[src/hdl/dbg_pkg.sv]
package dbg_pkg;

    //////////////////////////////////////////////////////////////////////
    // Serial timing
    //////////////////////////////////////////////////////////////////////

    localparam int clks_per_bit = 8;
    localparam int baud_w       = $clog2(clks_per_bit);

    // Last count of a full bit and of half a bit
    localparam logic [baud_w-1:0] baud_last = baud_w'(clks_per_bit - 1);
    localparam logic [baud_w-1:0] half_last = baud_w'(clks_per_bit / 2 - 1);

    //////////////////////////////////////////////////////////////////////
    // Dump layout
    //////////////////////////////////////////////////////////////////////

    localparam int          num_regs      = 32;
    localparam int          num_mem_words = 20;
    localparam int          word_width    = 32;
    localparam logic [7:0]  cmd_dump      = 8'h44;

    localparam logic [4:0]  reg_last = 5'(num_regs - 1);
    localparam logic [4:0]  mem_last = 5'(num_mem_words - 1);

    // Fields per pipeline latch
    localparam int fetch_fields   = 2;
    localparam int decode_fields  = 6;
    localparam int execute_fields = 6;
    localparam int memory_fields  = 5;
    localparam int wb_fields      = 2;
    localparam int num_stages     = 5;

    localparam logic [2:0] stage_last = 3'(num_stages - 1);

    typedef enum logic [2:0] {
        idle,
        pc,
        regs,
        mem,
        latch,
        finish
    } dump_section_e;

    typedef struct packed {
        logic [2:0] stage;
        logic [3:0] field;
    } latch_sel_t;

    typedef struct packed {
        logic [4:0] reg_addr;
        logic [4:0] mem_addr;
        latch_sel_t latch_sel;
    } core_dbg_rd_t;

    // Number of fields held by one stage latch
    function automatic logic [3:0] stage_fields(input logic [2:0] stage);
        logic [3:0] n;
        case (stage)
            3'd0:    n = 4'(fetch_fields);
            3'd1:    n = 4'(decode_fields);
            3'd2:    n = 4'(execute_fields);
            3'd3:    n = 4'(memory_fields);
            3'd4:    n = 4'(wb_fields);
            default: n = 4'd1;
        endcase
        return n;
    endfunction

endpackage
[src/hdl/debug_subsystem.sv]
module debug_subsystem (
    input  logic                  clk,
    input  logic                  rst,
    input  logic                  rx,
    output logic                  tx,
    output logic                  halt,
    output dbg_pkg::core_dbg_rd_t dbg_rd,
    input  logic [31:0]           pc,
    input  logic [31:0]           reg_rdata,
    input  logic [31:0]           mem_rdata,
    input  logic [31:0]           latch_rdata
);

    // Receiver to sequencer
    logic [7:0]  rx_data;
    logic        rx_valid;

    // Sequencer to transmitter handshake
    logic [31:0] word;
    logic        word_req;
    logic        word_ack;

    uart_rx u_uart_rx (
        .clk      (clk),
        .rst      (rst),
        .rx       (rx),
        .rx_data  (rx_data),
        .rx_valid (rx_valid)
    );

    debug_dump_sequencer u_sequencer (
        .clk         (clk),
        .rst         (rst),
        .rx_data     (rx_data),
        .rx_valid    (rx_valid),
        .pc          (pc),
        .reg_rdata   (reg_rdata),
        .mem_rdata   (mem_rdata),
        .latch_rdata (latch_rdata),
        .dbg_rd      (dbg_rd),
        .halt        (halt),
        .word        (word),
        .word_req    (word_req),
        .word_ack    (word_ack)
    );

    uart_word_tx u_uart_word_tx (
        .clk      (clk),
        .rst      (rst),
        .word     (word),
        .word_req (word_req),
        .word_ack (word_ack),
        .tx       (tx)
    );

endmodule

[src/hdl/debug_dump_sequencer.sv]
module debug_dump_sequencer (
    input  logic                  clk,
    input  logic                  rst,
    input  logic [7:0]            rx_data,
    input  logic                  rx_valid,
    input  logic [31:0]           pc,
    input  logic [31:0]           reg_rdata,
    input  logic [31:0]           mem_rdata,
    input  logic [31:0]           latch_rdata,
    output dbg_pkg::core_dbg_rd_t dbg_rd,
    output logic                  halt,
    output logic [31:0]           word,
    output logic                  word_req,
    input  logic                  word_ack
);

    typedef enum logic [1:0] {
        hs_issue,
        hs_wait_ack,
        hs_wait_low
    } hs_phase_e;

    dbg_pkg::dump_section_e section;
    hs_phase_e              phase;
    logic [4:0]             idx;
    dbg_pkg::latch_sel_t    latch_sel;
    logic [31:0]            core_word;
    logic                   field_last;
    logic                   section_last;
    logic                   issue;

    //////////////////////////////////////////////////////////////////////
    // Core read selection
    //////////////////////////////////////////////////////////////////////

    always_comb
    begin
        dbg_rd.reg_addr  = (section == dbg_pkg::regs) ? idx : 5'd0;
        dbg_rd.mem_addr  = (section == dbg_pkg::mem) ? idx : 5'd0;
        dbg_rd.latch_sel = latch_sel;
    end

    always_comb
    begin
        case (section)
            dbg_pkg::pc:    core_word = pc;
            dbg_pkg::regs:  core_word = reg_rdata;
            dbg_pkg::mem:   core_word = mem_rdata;
            dbg_pkg::latch: core_word = latch_rdata;
            default:        core_word = 32'd0;
        endcase
    end

    assign field_last =
        (latch_sel.field == dbg_pkg::stage_fields(latch_sel.stage) - 4'd1);

    always_comb
    begin
        case (section)
            dbg_pkg::pc:    section_last = 1'b1;
            dbg_pkg::regs:  section_last = (idx == dbg_pkg::reg_last);
            dbg_pkg::mem:   section_last = (idx == dbg_pkg::mem_last);
            dbg_pkg::latch: section_last = field_last &&
                                           (latch_sel.stage == dbg_pkg::stage_last);
            default:        section_last = 1'b0;
        endcase
    end

    assign issue = (phase == hs_issue) && (section != dbg_pkg::idle)
                   && (section != dbg_pkg::finish);

    //////////////////////////////////////////////////////////////////////
    // Section walk and handshake
    //////////////////////////////////////////////////////////////////////

    always_ff @(posedge clk or posedge rst)
    begin
        if (rst)
        begin
            section   <= dbg_pkg::idle;
            phase     <= hs_issue;
            idx       <= '0;
            latch_sel <= '0;
            halt      <= 1'b0;
            word_req  <= 1'b0;
        end
        else
        begin
            case (section)
                dbg_pkg::idle:
                begin
                    if (rx_valid && rx_data == dbg_pkg::cmd_dump)
                    begin
                        halt    <= 1'b1;
                        phase   <= hs_issue;
                        section <= dbg_pkg::pc;
                    end
                end
                dbg_pkg::finish:
                begin
                    idx       <= '0;
                    latch_sel <= '0;
                    section   <= dbg_pkg::idle;
                end
                default:
                begin
                    case (phase)
                        hs_issue:
                        begin
                            word_req <= 1'b1;
                            phase    <= hs_wait_ack;
                        end
                        hs_wait_ack:
                        begin
                            if (word_ack)
                            begin
                                word_req <= 1'b0;
                                phase    <= hs_wait_low;
                            end
                        end
                        default:
                        begin
                            if (!word_ack)
                            begin
                                phase <= hs_issue;
                                if (section_last)
                                begin
                                    idx <= '0;
                                    case (section)
                                        dbg_pkg::pc:   section <= dbg_pkg::regs;
                                        dbg_pkg::regs: section <= dbg_pkg::mem;
                                        dbg_pkg::mem:  section <= dbg_pkg::latch;
                                        default:
                                        begin
                                            // Last word out, release the core
                                            halt    <= 1'b0;
                                            section <= dbg_pkg::finish;
                                        end
                                    endcase
                                end
                                else if (section == dbg_pkg::latch)
                                begin
                                    if (field_last)
                                    begin
                                        latch_sel.stage <= latch_sel.stage + 3'd1;
                                        latch_sel.field <= 4'd0;
                                    end
                                    else
                                        latch_sel.field <= latch_sel.field + 4'd1;
                                end
                                else
                                    idx <= idx + 5'd1;
                            end
                        end
                    endcase
                end
            endcase
        end
    end

    // Sampled in the cycle req rises
    always_ff @(posedge clk)
    begin
        if (issue)
            word <= core_word;
    end

    req_held_for_ack: assert property (
        @(posedge clk) disable iff (rst) $fell(word_req) |-> $past(word_ack));

    word_stable_in_req: assert property (
        @(posedge clk) disable iff (rst)
        (word_req && $past(word_req)) |-> $stable(word));

endmodule

[src/hdl/uart_word_tx.sv]
module uart_word_tx (
    input  logic        clk,
    input  logic        rst,
    input  logic [31:0] word,
    input  logic        word_req,
    output logic        word_ack,
    output logic        tx
);

    typedef enum logic [1:0] {
        st_idle,
        st_send,
        st_ack
    } tx_state_e;

    tx_state_e                        state;
    logic [dbg_pkg::word_width-1:0]   shift;
    logic [1:0]                       byte_cnt;
    logic [3:0]                       bit_cnt;
    logic [dbg_pkg::baud_w-1:0]       baud_cnt;

    //////////////////////////////////////////////////////////////////////
    // Frame engine
    //////////////////////////////////////////////////////////////////////

    // bit_cnt counts the bit now on the line: 0 start, 1..8 data, 9 stop
    always_ff @(posedge clk or posedge rst)
    begin
        if (rst)
        begin
            state    <= st_idle;
            byte_cnt <= '0;
            bit_cnt  <= '0;
            baud_cnt <= '0;
            word_ack <= 1'b0;
            tx       <= 1'b1;
        end
        else
        begin
            case (state)
                st_idle:
                begin
                    if (word_req)
                    begin
                        tx       <= 1'b0;
                        byte_cnt <= '0;
                        bit_cnt  <= '0;
                        baud_cnt <= '0;
                        state    <= st_send;
                    end
                end
                st_send:
                begin
                    baud_cnt <= baud_cnt + 1'b1;
                    if (baud_cnt == dbg_pkg::baud_last)
                    begin
                        baud_cnt <= '0;
                        if (bit_cnt == 4'd9)
                        begin
                            if (byte_cnt == 2'd3)
                            begin
                                word_ack <= 1'b1;
                                state    <= st_ack;
                            end
                            else
                            begin
                                // Next start bit straight after the stop bit
                                tx       <= 1'b0;
                                bit_cnt  <= '0;
                                byte_cnt <= byte_cnt + 1'b1;
                            end
                        end
                        else
                        begin
                            tx      <= (bit_cnt == 4'd8) ? 1'b1 : shift[0];
                            bit_cnt <= bit_cnt + 1'b1;
                        end
                    end
                end
                default:
                begin
                    if (!word_req)
                    begin
                        word_ack <= 1'b0;
                        state    <= st_idle;
                    end
                end
            endcase
        end
    end

    // Shift copy of the word, one place per data bit sent
    always_ff @(posedge clk)
    begin
        if (state == st_idle && word_req)
            shift <= word;
        else if (state == st_send && baud_cnt == dbg_pkg::baud_last
                 && bit_cnt != 4'd8 && bit_cnt != 4'd9)
            shift <= shift >> 1;
    end

    //////////////////////////////////////////////////////////////////////
    // Checks
    //////////////////////////////////////////////////////////////////////

    ack_only_on_req: assert property (
        @(posedge clk) disable iff (rst) $rose(word_ack) |-> word_req);

    line_idle_high: assert property (
        @(posedge clk) disable iff (rst) (state == st_idle) |-> tx);

endmodule

[src/hdl/uart_rx.sv]
module uart_rx (
    input  logic       clk,
    input  logic       rst,
    input  logic       rx,
    output logic [7:0] rx_data,
    output logic       rx_valid
);

    typedef enum logic [2:0] {
        st_idle,
        st_start,
        st_data,
        st_stop,
        st_recover
    } rx_state_e;

    rx_state_e                   state;
    logic                        rx_meta;
    logic                        rx_sync;
    logic                        rx_prev;
    logic                        start_edge;
    logic                        bit_tick;
    logic [dbg_pkg::baud_w-1:0]  baud_cnt;
    logic [2:0]                  bit_cnt;

    // Two-flop synchroniser, third flop only for the edge
    always_ff @(posedge clk or posedge rst)
    begin
        if (rst)
        begin
            rx_meta <= 1'b1;
            rx_sync <= 1'b1;
            rx_prev <= 1'b1;
        end
        else
        begin
            rx_meta <= rx;
            rx_sync <= rx_meta;
            rx_prev <= rx_sync;
        end
    end

    assign start_edge = rx_prev & ~rx_sync;
    assign bit_tick   = (baud_cnt == dbg_pkg::baud_last);

    always_ff @(posedge clk or posedge rst)
    begin
        if (rst)
        begin
            state    <= st_idle;
            baud_cnt <= '0;
            bit_cnt  <= '0;
            rx_valid <= 1'b0;
        end
        else
        begin
            rx_valid <= 1'b0;
            baud_cnt <= baud_cnt + 1'b1;
            case (state)
                st_idle:
                begin
                    baud_cnt <= '0;
                    if (start_edge)
                        state <= st_start;
                end
                st_start:
                begin
                    // Glitch check at the middle of the start bit
                    if (baud_cnt == dbg_pkg::half_last)
                    begin
                        baud_cnt <= '0;
                        bit_cnt  <= '0;
                        state    <= rx_sync ? st_idle : st_data;
                    end
                end
                st_data:
                begin
                    if (bit_tick)
                    begin
                        baud_cnt <= '0;
                        bit_cnt  <= bit_cnt + 1'b1;
                        if (bit_cnt == 3'd7)
                            state <= st_stop;
                    end
                end
                st_stop:
                begin
                    if (bit_tick)
                    begin
                        baud_cnt <= '0;
                        rx_valid <= rx_sync;
                        state    <= rx_sync ? st_idle : st_recover;
                    end
                end
                default:
                begin
                    // Framing error, wait for the line to go idle
                    baud_cnt <= '0;
                    if (rx_sync)
                        state <= st_idle;
                end
            endcase
        end
    end

    // LSB arrives first
    always_ff @(posedge clk)
    begin
        if (state == st_data && bit_tick)
            rx_data <= {rx_sync, rx_data[7:1]};
    end

endmodule

[config.mk]
export PLATFORM = sky130hd
export DESIGN_NAME = debug_subsystem
export DESIGN_NICKNAME = d
export VERILOG_FILES = /design/src/hdl/dbg_pkg.sv /design/src/hdl/debug_subsystem.sv /design/src/hdl/debug_dump_sequencer.sv /design/src/hdl/uart_word_tx.sv /design/src/hdl/uart_rx.sv
export SDC_FILE = /design/constraint.sdc
export NUM_CORES = 1
export LEC_CHECK = 0
export BUFFER_PORTS_ARGS = -buffer_cell sky130_fd_sc_hd__buf_2
export CAP_MARGIN = 40
export CORE_ASPECT_RATIO = 0.75
export CORE_MARGIN = 10
export CORE_UTILIZATION = 30
export DETAILED_ROUTE_END_ITERATION = 6
export GPL_TIMING_DRIVEN = 0
export PLACE_DENSITY = 0.57
export SLEW_MARGIN = 20
export SYNTH_ARGS = -nofsm -noshare
export SYNTH_HDL_FRONTEND = slang
export SYNTH_SLANG_ARGS = --single-unit
[constraint.sdc]
create_clock -name clk -period 3.39 [get_ports clk]
set_input_delay 0.678 -clock clk [delete_from_list [all_inputs] [get_ports clk]]
set_output_delay 0.678 -clock clk [all_outputs]
set_load 0.01 [all_outputs]
* After elaboration in Yosys (flattened, before gate mapping) *
Cells that the tools add are included.

cells by class
  $add $sub $neg = 9
  equal/unequal tests = 54
  muxes and demuxes = 85
  bitwise operators = 6
  reductions and logical operators = 44

operator list
  cell                   number
  $pmux W32 S4           1
  $mux W32               2
  $mux W3                18
  $mux W5                6
  $mux W7                4
  $mux W2                13
  $ne A2 B1 Y1 const B   13
  $pmux W3 S2            4
  $eq A3 B2 Y1 const B   7
  $mux W4                5
  $reduce_and A5 Y1      4
  $eq A3 B3 Y1 const B   6
  $pmux W3 S3            2
  $reduce_and A6 Y1      3
  $mux W1                17
  $pmux W2 S2            4
  $reduce_and A4 Y1      4
  $pmux W7 S2            1
  $reduce_bool A2 Y1     7
  $add A3 B1 Y3 const B  4
  $ne A2 B2 Y1 const B   6
  $ne A4 B4 Y1 const B   3
  $pmux W3 S4            1
  $eq A5 B5 Y1 const B   2
  other kinds (28)       61

word-level totals
  register bits = 117
  input port bits = 131
  logic and storage cells = 221

* Longest topological paths before layout *
Gate-level depths: netlist of run 1.

  word-level depth = 11
  gate-level depth with buffers = 11
  depth with buffers taken out = 11

* Hierarchy *
From an unflattened synthesis of run 1, not the netlist that was laid out.

second synthesis, totals
  cells, all modules = 493
  area total of the unflattened synthesis = 6192.2 um^2

by module, submodules not included
  module                instances  cells each  area an instance (um^2)  seq. area each (um^2)
  debug_dump_sequencer  1          281         3118.0                   1436.4
  uart_word_tx          1          146         2174.6                   1287.5
  uart_rx               1          66          899.6                    569.3

* Least setup slack after synthesis of run 1 *
OpenSTA, ideal clock, no wires.

  path kind = register to register
  start = reg u_uart_word_tx.state[0]
  end = reg u_uart_word_tx.shift[0] (netlist name) (enable)
  library setup time = 0.428 ns
  arrival time = 2.454 ns
  path slack = 0.508 ns
  cell stages (with the launch flop) = 4
  path buffers = 0
  path through = dfrtp_1 nor2b_1 nand2_1 o21bai_1

between the ends
  word-level cells in the longest chain between the ends = 5
  elaborated cells on any way between the ends = 7
  classes of those cells = 1 x eq/ne; 6 x reduce/logical

ends and longest elaborated chain
  what                                   line                source
  start, declared                        uart_word_tx.sv:16  tx_state_e state;
  start signal, assigned                 uart_word_tx.sv:31  state <= st_idle;
  start signal, assigned                 uart_word_tx.sv:49  state <= st_send;
  start signal, assigned                 uart_word_tx.sv:63  state <= st_ack;
  $eq A2 B1 Y1                           uart_word_tx.sv:97  else if (state == st_send && baud_cnt == dbg_pkg::baud_last
  $logic_and A1 B1 Y1                    uart_word_tx.sv:97
  $logic_and A1 B1 Y1 (2 in series)      uart_word_tx.sv:98  && bit_cnt != 4'd8 && bit_cnt != 4'd9)
  $reduce_bool A2 Y1 (no source line) *  -
  end signal, assigned                   uart_word_tx.sv:96  shift <= word;
  end signal, assigned                   uart_word_tx.sv:99  shift <= shift >> 1;
  end, declared                          uart_word_tx.sv:17  logic [dbg_pkg::word_width-1:0] shift;

Every way passes the cells marked *; elsewhere a longest branch is shown, timed or not.
A chain may end at the register's enable or synchronous reset.

==> impl_metrics.tcl, run 1 <==
set metrics [dict create \
    areaGrowthSynthToFinish_pct 29.8 \
    clk_latency_ns 0.42 \
    ctsLongestPathBuffers 2 \
    yosysSeqAreaShare_pct 55.8 \
    antenna_found_initial 0 \
    clock.fmax_mhz 324 \
    ant_nets 0 \
    core_um2 19300 \
    post-place-ws_ns -0.0424 \
    drt-pass1-iter-count 5 \
    wire_per_inst_um 17.4 \
    grt_pass1_vias 4936 \
    synthDistinctLibCells 60 \
    static-leakage-power_uw 0.00319 \
    vias 4708 \
    grt_usage_pct 12.2 \
    yosys.area_share.simple_pct 12.2 \
    antennaDiodeCount 0 \
    rows 44 \
    via_per_inst 5.03 \
    yosys.area.top_type_share_pct 36.6 \
    slew_headroom_pct 45.0 \
    fin_crit_sh_pct 91.1 \
    hold_path_class "input port to asynchronous set/reset pin" \
    critical_path_arrival_ns 2.41 \
    hold_violations 0 \
    synth-async-reset-ratio_pct 38.5 \
    fin_setup_tns_ns 0 \
    cts_tree "yes" \
    worst_slew_pin_slew_ns 0.819 \
    cp-end-kind "output pin" \
    setup_viol 0 \
    cts.sinks 117 \
    grt_pass1_wl_um 25600 \
    critPathKind "register to output pin" \
    ioPinCount 150 \
    grt_max_degree 33 \
    yosys.area.top_type "edfxtp_1" \
    vdd_drop_max_mv 0.298 \
    syn-instance-count 498 \
    rsz0062_at_grt "no" \
    drt_iter0_drc 406 \
    cp_max_fo 10 \
    nets 821 \
    clkTransAtPathRegs_ns 0.05 \
    synth_warnings 0 \
    start_kind "register" \
    htree_levels 4 \
    synth_top_family_by_area "compound AO/OA/AOI/OAI gates" \
    hpwl_um 12500 \
    fillerInstances 1833 \
    drv_cap 0 \
    gp_congestion 0.854 \
    setup_slack_ns 0.301 \
    drc 0 \
    final.min_clock_period_ns 3.09 \
    drive_gt1_share_pct 35.7 \
    cts-buffers-inserted 17 \
    die_w_um 182 \
    synth-xor-area-share_pct 1.06 \
    synth_compound_area_share_pct 15.4 \
    cts_root_buffer "clkbuf_16" \
    synth_area_per_cell_um2 11.8 \
    synth_area_leaders "edfxtp_1, dfrtp_1, a22oi_1" \
    grt-ovfl-total 0 \
    drv_slew 0 \
    synthAdderAreaFrac_pct 4.24 \
    finalWirelength_um 16300 \
    p_per_area_nw_per_um2 481 \
    syn_area_um2 5900 \
    outcome "finished clean" \
    port_buffers 149 \
    syn_nets 649 \
    synth_flop_cell "edfxtp_1" \
    skew_ns 0.00808 \
    die_area_um2 25700 \
    finalPower_uw 3680 \
    yosys_register_bits 117 \
    start_util_pct 30.5 \
    synthMuxAreaShare_pct 8.48 \
    synth_edf_count 72 \
    fp.dieH_um 141 \
    crit_required_ns 2.71 \
]
[critical path: stages, from the launching register on]
cell,delay [ns]
dfrtp_1,0.48
nand2b_1,0.08
clkbuf_1,0.20
nor2_2,0.46
clkbuf_1,0.44
and2_1,0.20
buf_2,0.13
[synthesized netlist by cell type (all sizes together), types with 9 or more instances]
library cell	count
clkbuf	20
nor3	16
nor2	18
inv	19
ha	20
edfxtp	72
o21ai	18
nand3	12
nand2	56
dfrtp	41
a31oi	9
a22oi	65
mux2	37
[final cells by class]
type / count / area (um2) / area share (%)
flip-flops and latches: 117 / 3290 / 43.0
well taps: 253 / 317 / 4.13
plain buffers: 24 / 93.8 / 1.23
multi-input cells: 337 / 2470 / 32.2
clock buffers: 18 / 429 / 5.60
repair buffers: 153 / 826 / 10.8
inverters: 20 / 75.1 / 0.980
clock inverters: 14 / 160 / 2.09
[registers in the layout, indices dropped and copies added, names as in the netlist, 2 cells and up, named ones only]
signal / flops
u_sequencer.dbg_rd: 7
u_sequencer.idx: 5
u_sequencer.phase: 2
u_sequencer.section: 2
u_sequencer.word: 32
u_uart_rx.baud_cnt: 3
u_uart_rx.bit_cnt: 3
u_uart_rx.rx_data: 8
u_uart_rx.state: 3
u_uart_word_tx.baud_cnt: 3
u_uart_word_tx.bit_cnt: 4
u_uart_word_tx.byte_cnt: 2
u_uart_word_tx.shift: 32
u_uart_word_tx.state: 2
[logic make-up after synthesis]
logic type      count (synthesis)
flops                         117
mux                            45
xor+xnor                        5
simple gates                  139
fa+ha+maj                      20
buf+inv                        44
compound gates                128
[what timing repair did]
action / in CTS / in global routing
gates cloned: 0 / 0
resized for setup: 1 / 2
endpoints found under the setup margin: 4 / 4
hold buffers: 0 / 0
setup buffers: 0 / 0
[where the power goes]
part | switching, uW | internal (uW)
clock | 646 | 1150
combinational | 154 | 150
sequential | 31.9 | 1560
[per-stage QoR]
stage | utilization (%) | area (um2) | std cells | hold slack [ns]
floorplan | - | 5900 | 498 | 0.345
global placement | 36.0 | 6960 | 900 | 0.349
detailed placement | 36.6 | 7070 | 904 | 0.350
CTS | 39.6 | 7660 | 936 | 0.232
global route | 39.6 | 7660 | 936 | 0.246
finish | 39.6 | 7660 | 936 | 0.228
[worst paths after layout]
kind / end / start / slack [ns] / cells past startpoint
worst max-delay path: dbg_rd[7] / u_sequencer.section[1] / 0.30 / 6
worst min-delay path: u_uart_rx.bit_cnt[2] / rst / 0.23 / 2
min in group clk: u_uart_rx.rx_meta / rx / 0.36 / 1
max in group asynchronous: u_uart_rx.rx_meta / rst / 2.61 / 3
worst min register to register: u_uart_rx.rx_sync / u_uart_rx.rx_meta / 0.36 / 0
worst max register to register: u_sequencer.dbg_rd[1] / u_sequencer.dbg_rd[4] / 0.33 / 11
[layout by cell type, fill, tap and decap left out, types with 17 or more instances in the layout]
| cell type | n |
|---|---|
| buf_2 | 152 |
| edfxtp_1 | 72 |
| a22oi_1 | 65 |
| nand2_1 | 55 |
| dfrtp_1 | 41 |
| mux2_2 | 36 |
| clkbuf_1 | 20 |
| ha_1 | 20 |
| inv_1 | 18 |
| o21ai_0 | 17 |
| clkbuf_16 | 17 |
[layer usage]
metal	track usage, %	part of all wire (%)
met1	15.9	45
met2	18.9	48
met3	3.58	6.0
met4	4.40	1.5
met5	0	0
Power figures use the tool's default switching activity.
==> inputs of run 2 (changes only) <==
--- a/config.mk
+++ b/config.mk
@@ -11,7 +11,6 @@
 export CORE_MARGIN = 10
 export CORE_UTILIZATION = 30
 export DETAILED_ROUTE_END_ITERATION = 6
-export GPL_TIMING_DRIVEN = 0
 export PLACE_DENSITY = 0.57
 export SLEW_MARGIN = 20
 export SYNTH_ARGS = -nofsm -noshare
==> run 2 against run 1 <==
Final cell count shrank 1.9%; count of clock-buffer cells in the layout shrank 1; largest cell class unchanged; clock skew grew 0.0041 ns; cell area shrank 1.3%; highest routed layer unchanged; sequential power is essentially flat.
==> impl_metrics.tcl, run 2 (synthesis results as in run 1) <==
set metrics [dict create \
    outcome "finished clean" \
    r2r-end "u_sequencer.dbg_rd[1]" \
    ctsResizeCount 0 \
    finalWirelength_um 15500 \
    ctsLongestPathBuffers 2 \
    final_common_cell "buf_2" \
    vias 4644 \
    drt_iter0_drc 279 \
    die_w_um 182 \
    grt_pass1_wl_um 24600 \
    critical_path_arrival_ns 3.39 \
    core_um2 19300 \
    htree_levels 4 \
    cts_tree "yes" \
    fp.dieH_um 141 \
    areaGrowthSynthToFinish_pct 28.2 \
    setup_slack_ns 0.292 \
    layout_common_cells "buf_2, edfxtp_1, a22oi_1, nand2_1, dfrtp_1" \
    antenna_found_initial 0 \
    post-place-ws_ns 0.335 \
    grt_pass1_vias 4873 \
    ff2ff_path_depth 11 \
    die_area_um2 25700 \
    hold_path_class "input port to asynchronous set/reset pin" \
    p_per_area_nw_per_um2 479 \
    final_cell_count_no_fill 918 \
    start_kind "register" \
    ctsHoldBuffers 0 \
    grt_max_degree 35 \
    hold_violations 0 \
    critPathKind "register to register" \
    crit_required_ns 3.68 \
    worst_slew_pin_slew_ns 0.733 \
    static-leakage-power_uw 0.00317 \
    gp_congestion 0.859 \
    drc 0 \
    cts.sinks 117 \
    place_inst 886 \
    drt-pass1-iter-count 5 \
    cp_max_fo 8 \
    top_regs "u_sequencer.word: 32 flops, u_uart_word_tx.shift: 32 flops, u_uart_rx.rx_data: 8 flops" \
    ioPinCount 150 \
    rsz0062_at_grt "no" \
    cts_root_buffer "clkbuf_16" \
    ant_nets 0 \
    clk_latency_ns 0.41 \
    clock.fmax_mhz 323 \
    final.min_clock_period_ns 3.10 \
    vdd_drop_max_mv 0.241 \
    rrSetupSlack_ns 0.29 \
    nets 803 \
    cp-end-kind "register" \
    start_util_pct 30.5 \
    drv_slew 0 \
    skew_ns 0.0122 \
    wire_per_inst_um 16.9 \
    fillerInstances 1825 \
    reg2reg_from "u_sequencer.dbg_rd[4]" \
    drive_gt1_share_pct 37.9 \
    grt_usage_pct 11.6 \
    cts-buffers-inserted 17 \
    post-cts-setup-buffers 0 \
    fin_setup_tns_ns 0 \
    drv_cap 0 \
    grt-ovfl-total 0 \
    clkTransAtPathRegs_ns 0.06 \
    port_buffers 149 \
    hpwl_um 11400 \
    slew_headroom_pct 51.0 \
    via_per_inst 5.06 \
    setup_viol 0 \
    rows 44 \
    fin_crit_sh_pct 91.4 \
    antennaDiodeCount 0 \
]
## run 2: cell count changes in the layout (fill, tap and decap cells not counted), sizes merged
cell	before	now
bufinv	3	2
buf	157	159
clkinv	7	8
clkbuf	38	17
inv	20	21
## run 2: critical path, stage by stage (launching register included)
cell and delay (ns):
dfrtp_1 0.43, inv_1 0.13, ha_1 0.23, o21ba_4 0.24, o21ba_2 0.24, ha_1 0.22
xnor2_1 0.14, o21a_1 0.14, nor4_4 0.38, nand3_2 0.27, and3_4 0.28, mux2_4 0.29
## run 2: worst max path at each step
stage                     cells after the start                 endpoint  slack (ns)                     from
after floorplan                               3  u_uart_word_tx.shift[0]        0.51  u_uart_word_tx.state[0]
after global placement                       11    u_sequencer.dbg_rd[1]        0.44    u_sequencer.dbg_rd[4]
after detailed placement                     11    u_sequencer.dbg_rd[1]        0.34    u_sequencer.dbg_rd[4]
after CTS                                    11    u_sequencer.dbg_rd[1]        0.29    u_sequencer.dbg_rd[4]
after global routing                         11    u_sequencer.dbg_rd[1]        0.14    u_sequencer.dbg_rd[4]
final                                        11    u_sequencer.dbg_rd[1]        0.29    u_sequencer.dbg_rd[4]
## run 2: power by group
group / leakage [uW] / switching, uW / internal (uW)
combinational: 0.00171 / 118 / 145
sequential: 0.00119 / 61.9 / 1560
clock: 0.000273 / 656 / 1080
## run 2: per-stage QoR
stage / hold slack [ns] / total power [uW] / util [%] / instance area [um2]
after detailed placement: 0.353 / 1910 / 36.1 / 6980
after floorplan: 0.345 / 1790 / - / 5900
after global routing: 0.232 / 3780 / 39.1 / 7560
after CTS: 0.219 / 3660 / 39.1 / 7560
after global placement: 0.347 / 1890 / 36.0 / 6960
final: 0.220 / 3620 / 39.1 / 7560
## run 2: final cells by class
class	instances	area, um2	area share [%]
Multi-Input combinational cell	337	2460	32.6
Clock inverter	15	156	2.07
Timing Repair Buffer	159	833	11.0
Tap cell	253	317	4.19
Sequential cell	117	3290	43.5
Clock buffer	17	425	5.62
Inverter	20	75.1	0.993
## run 2: layer usage
layer | track usage (%) | routed length, um | share of wire [%]
met2 | 18.3 | 7520 | 49
met1 | 15.0 | 7090 | 46
met5 | 0 | 0 | 0
met3 | 3.18 | 757 | 4.9
met4 | 3.76 | 138 | 0.89
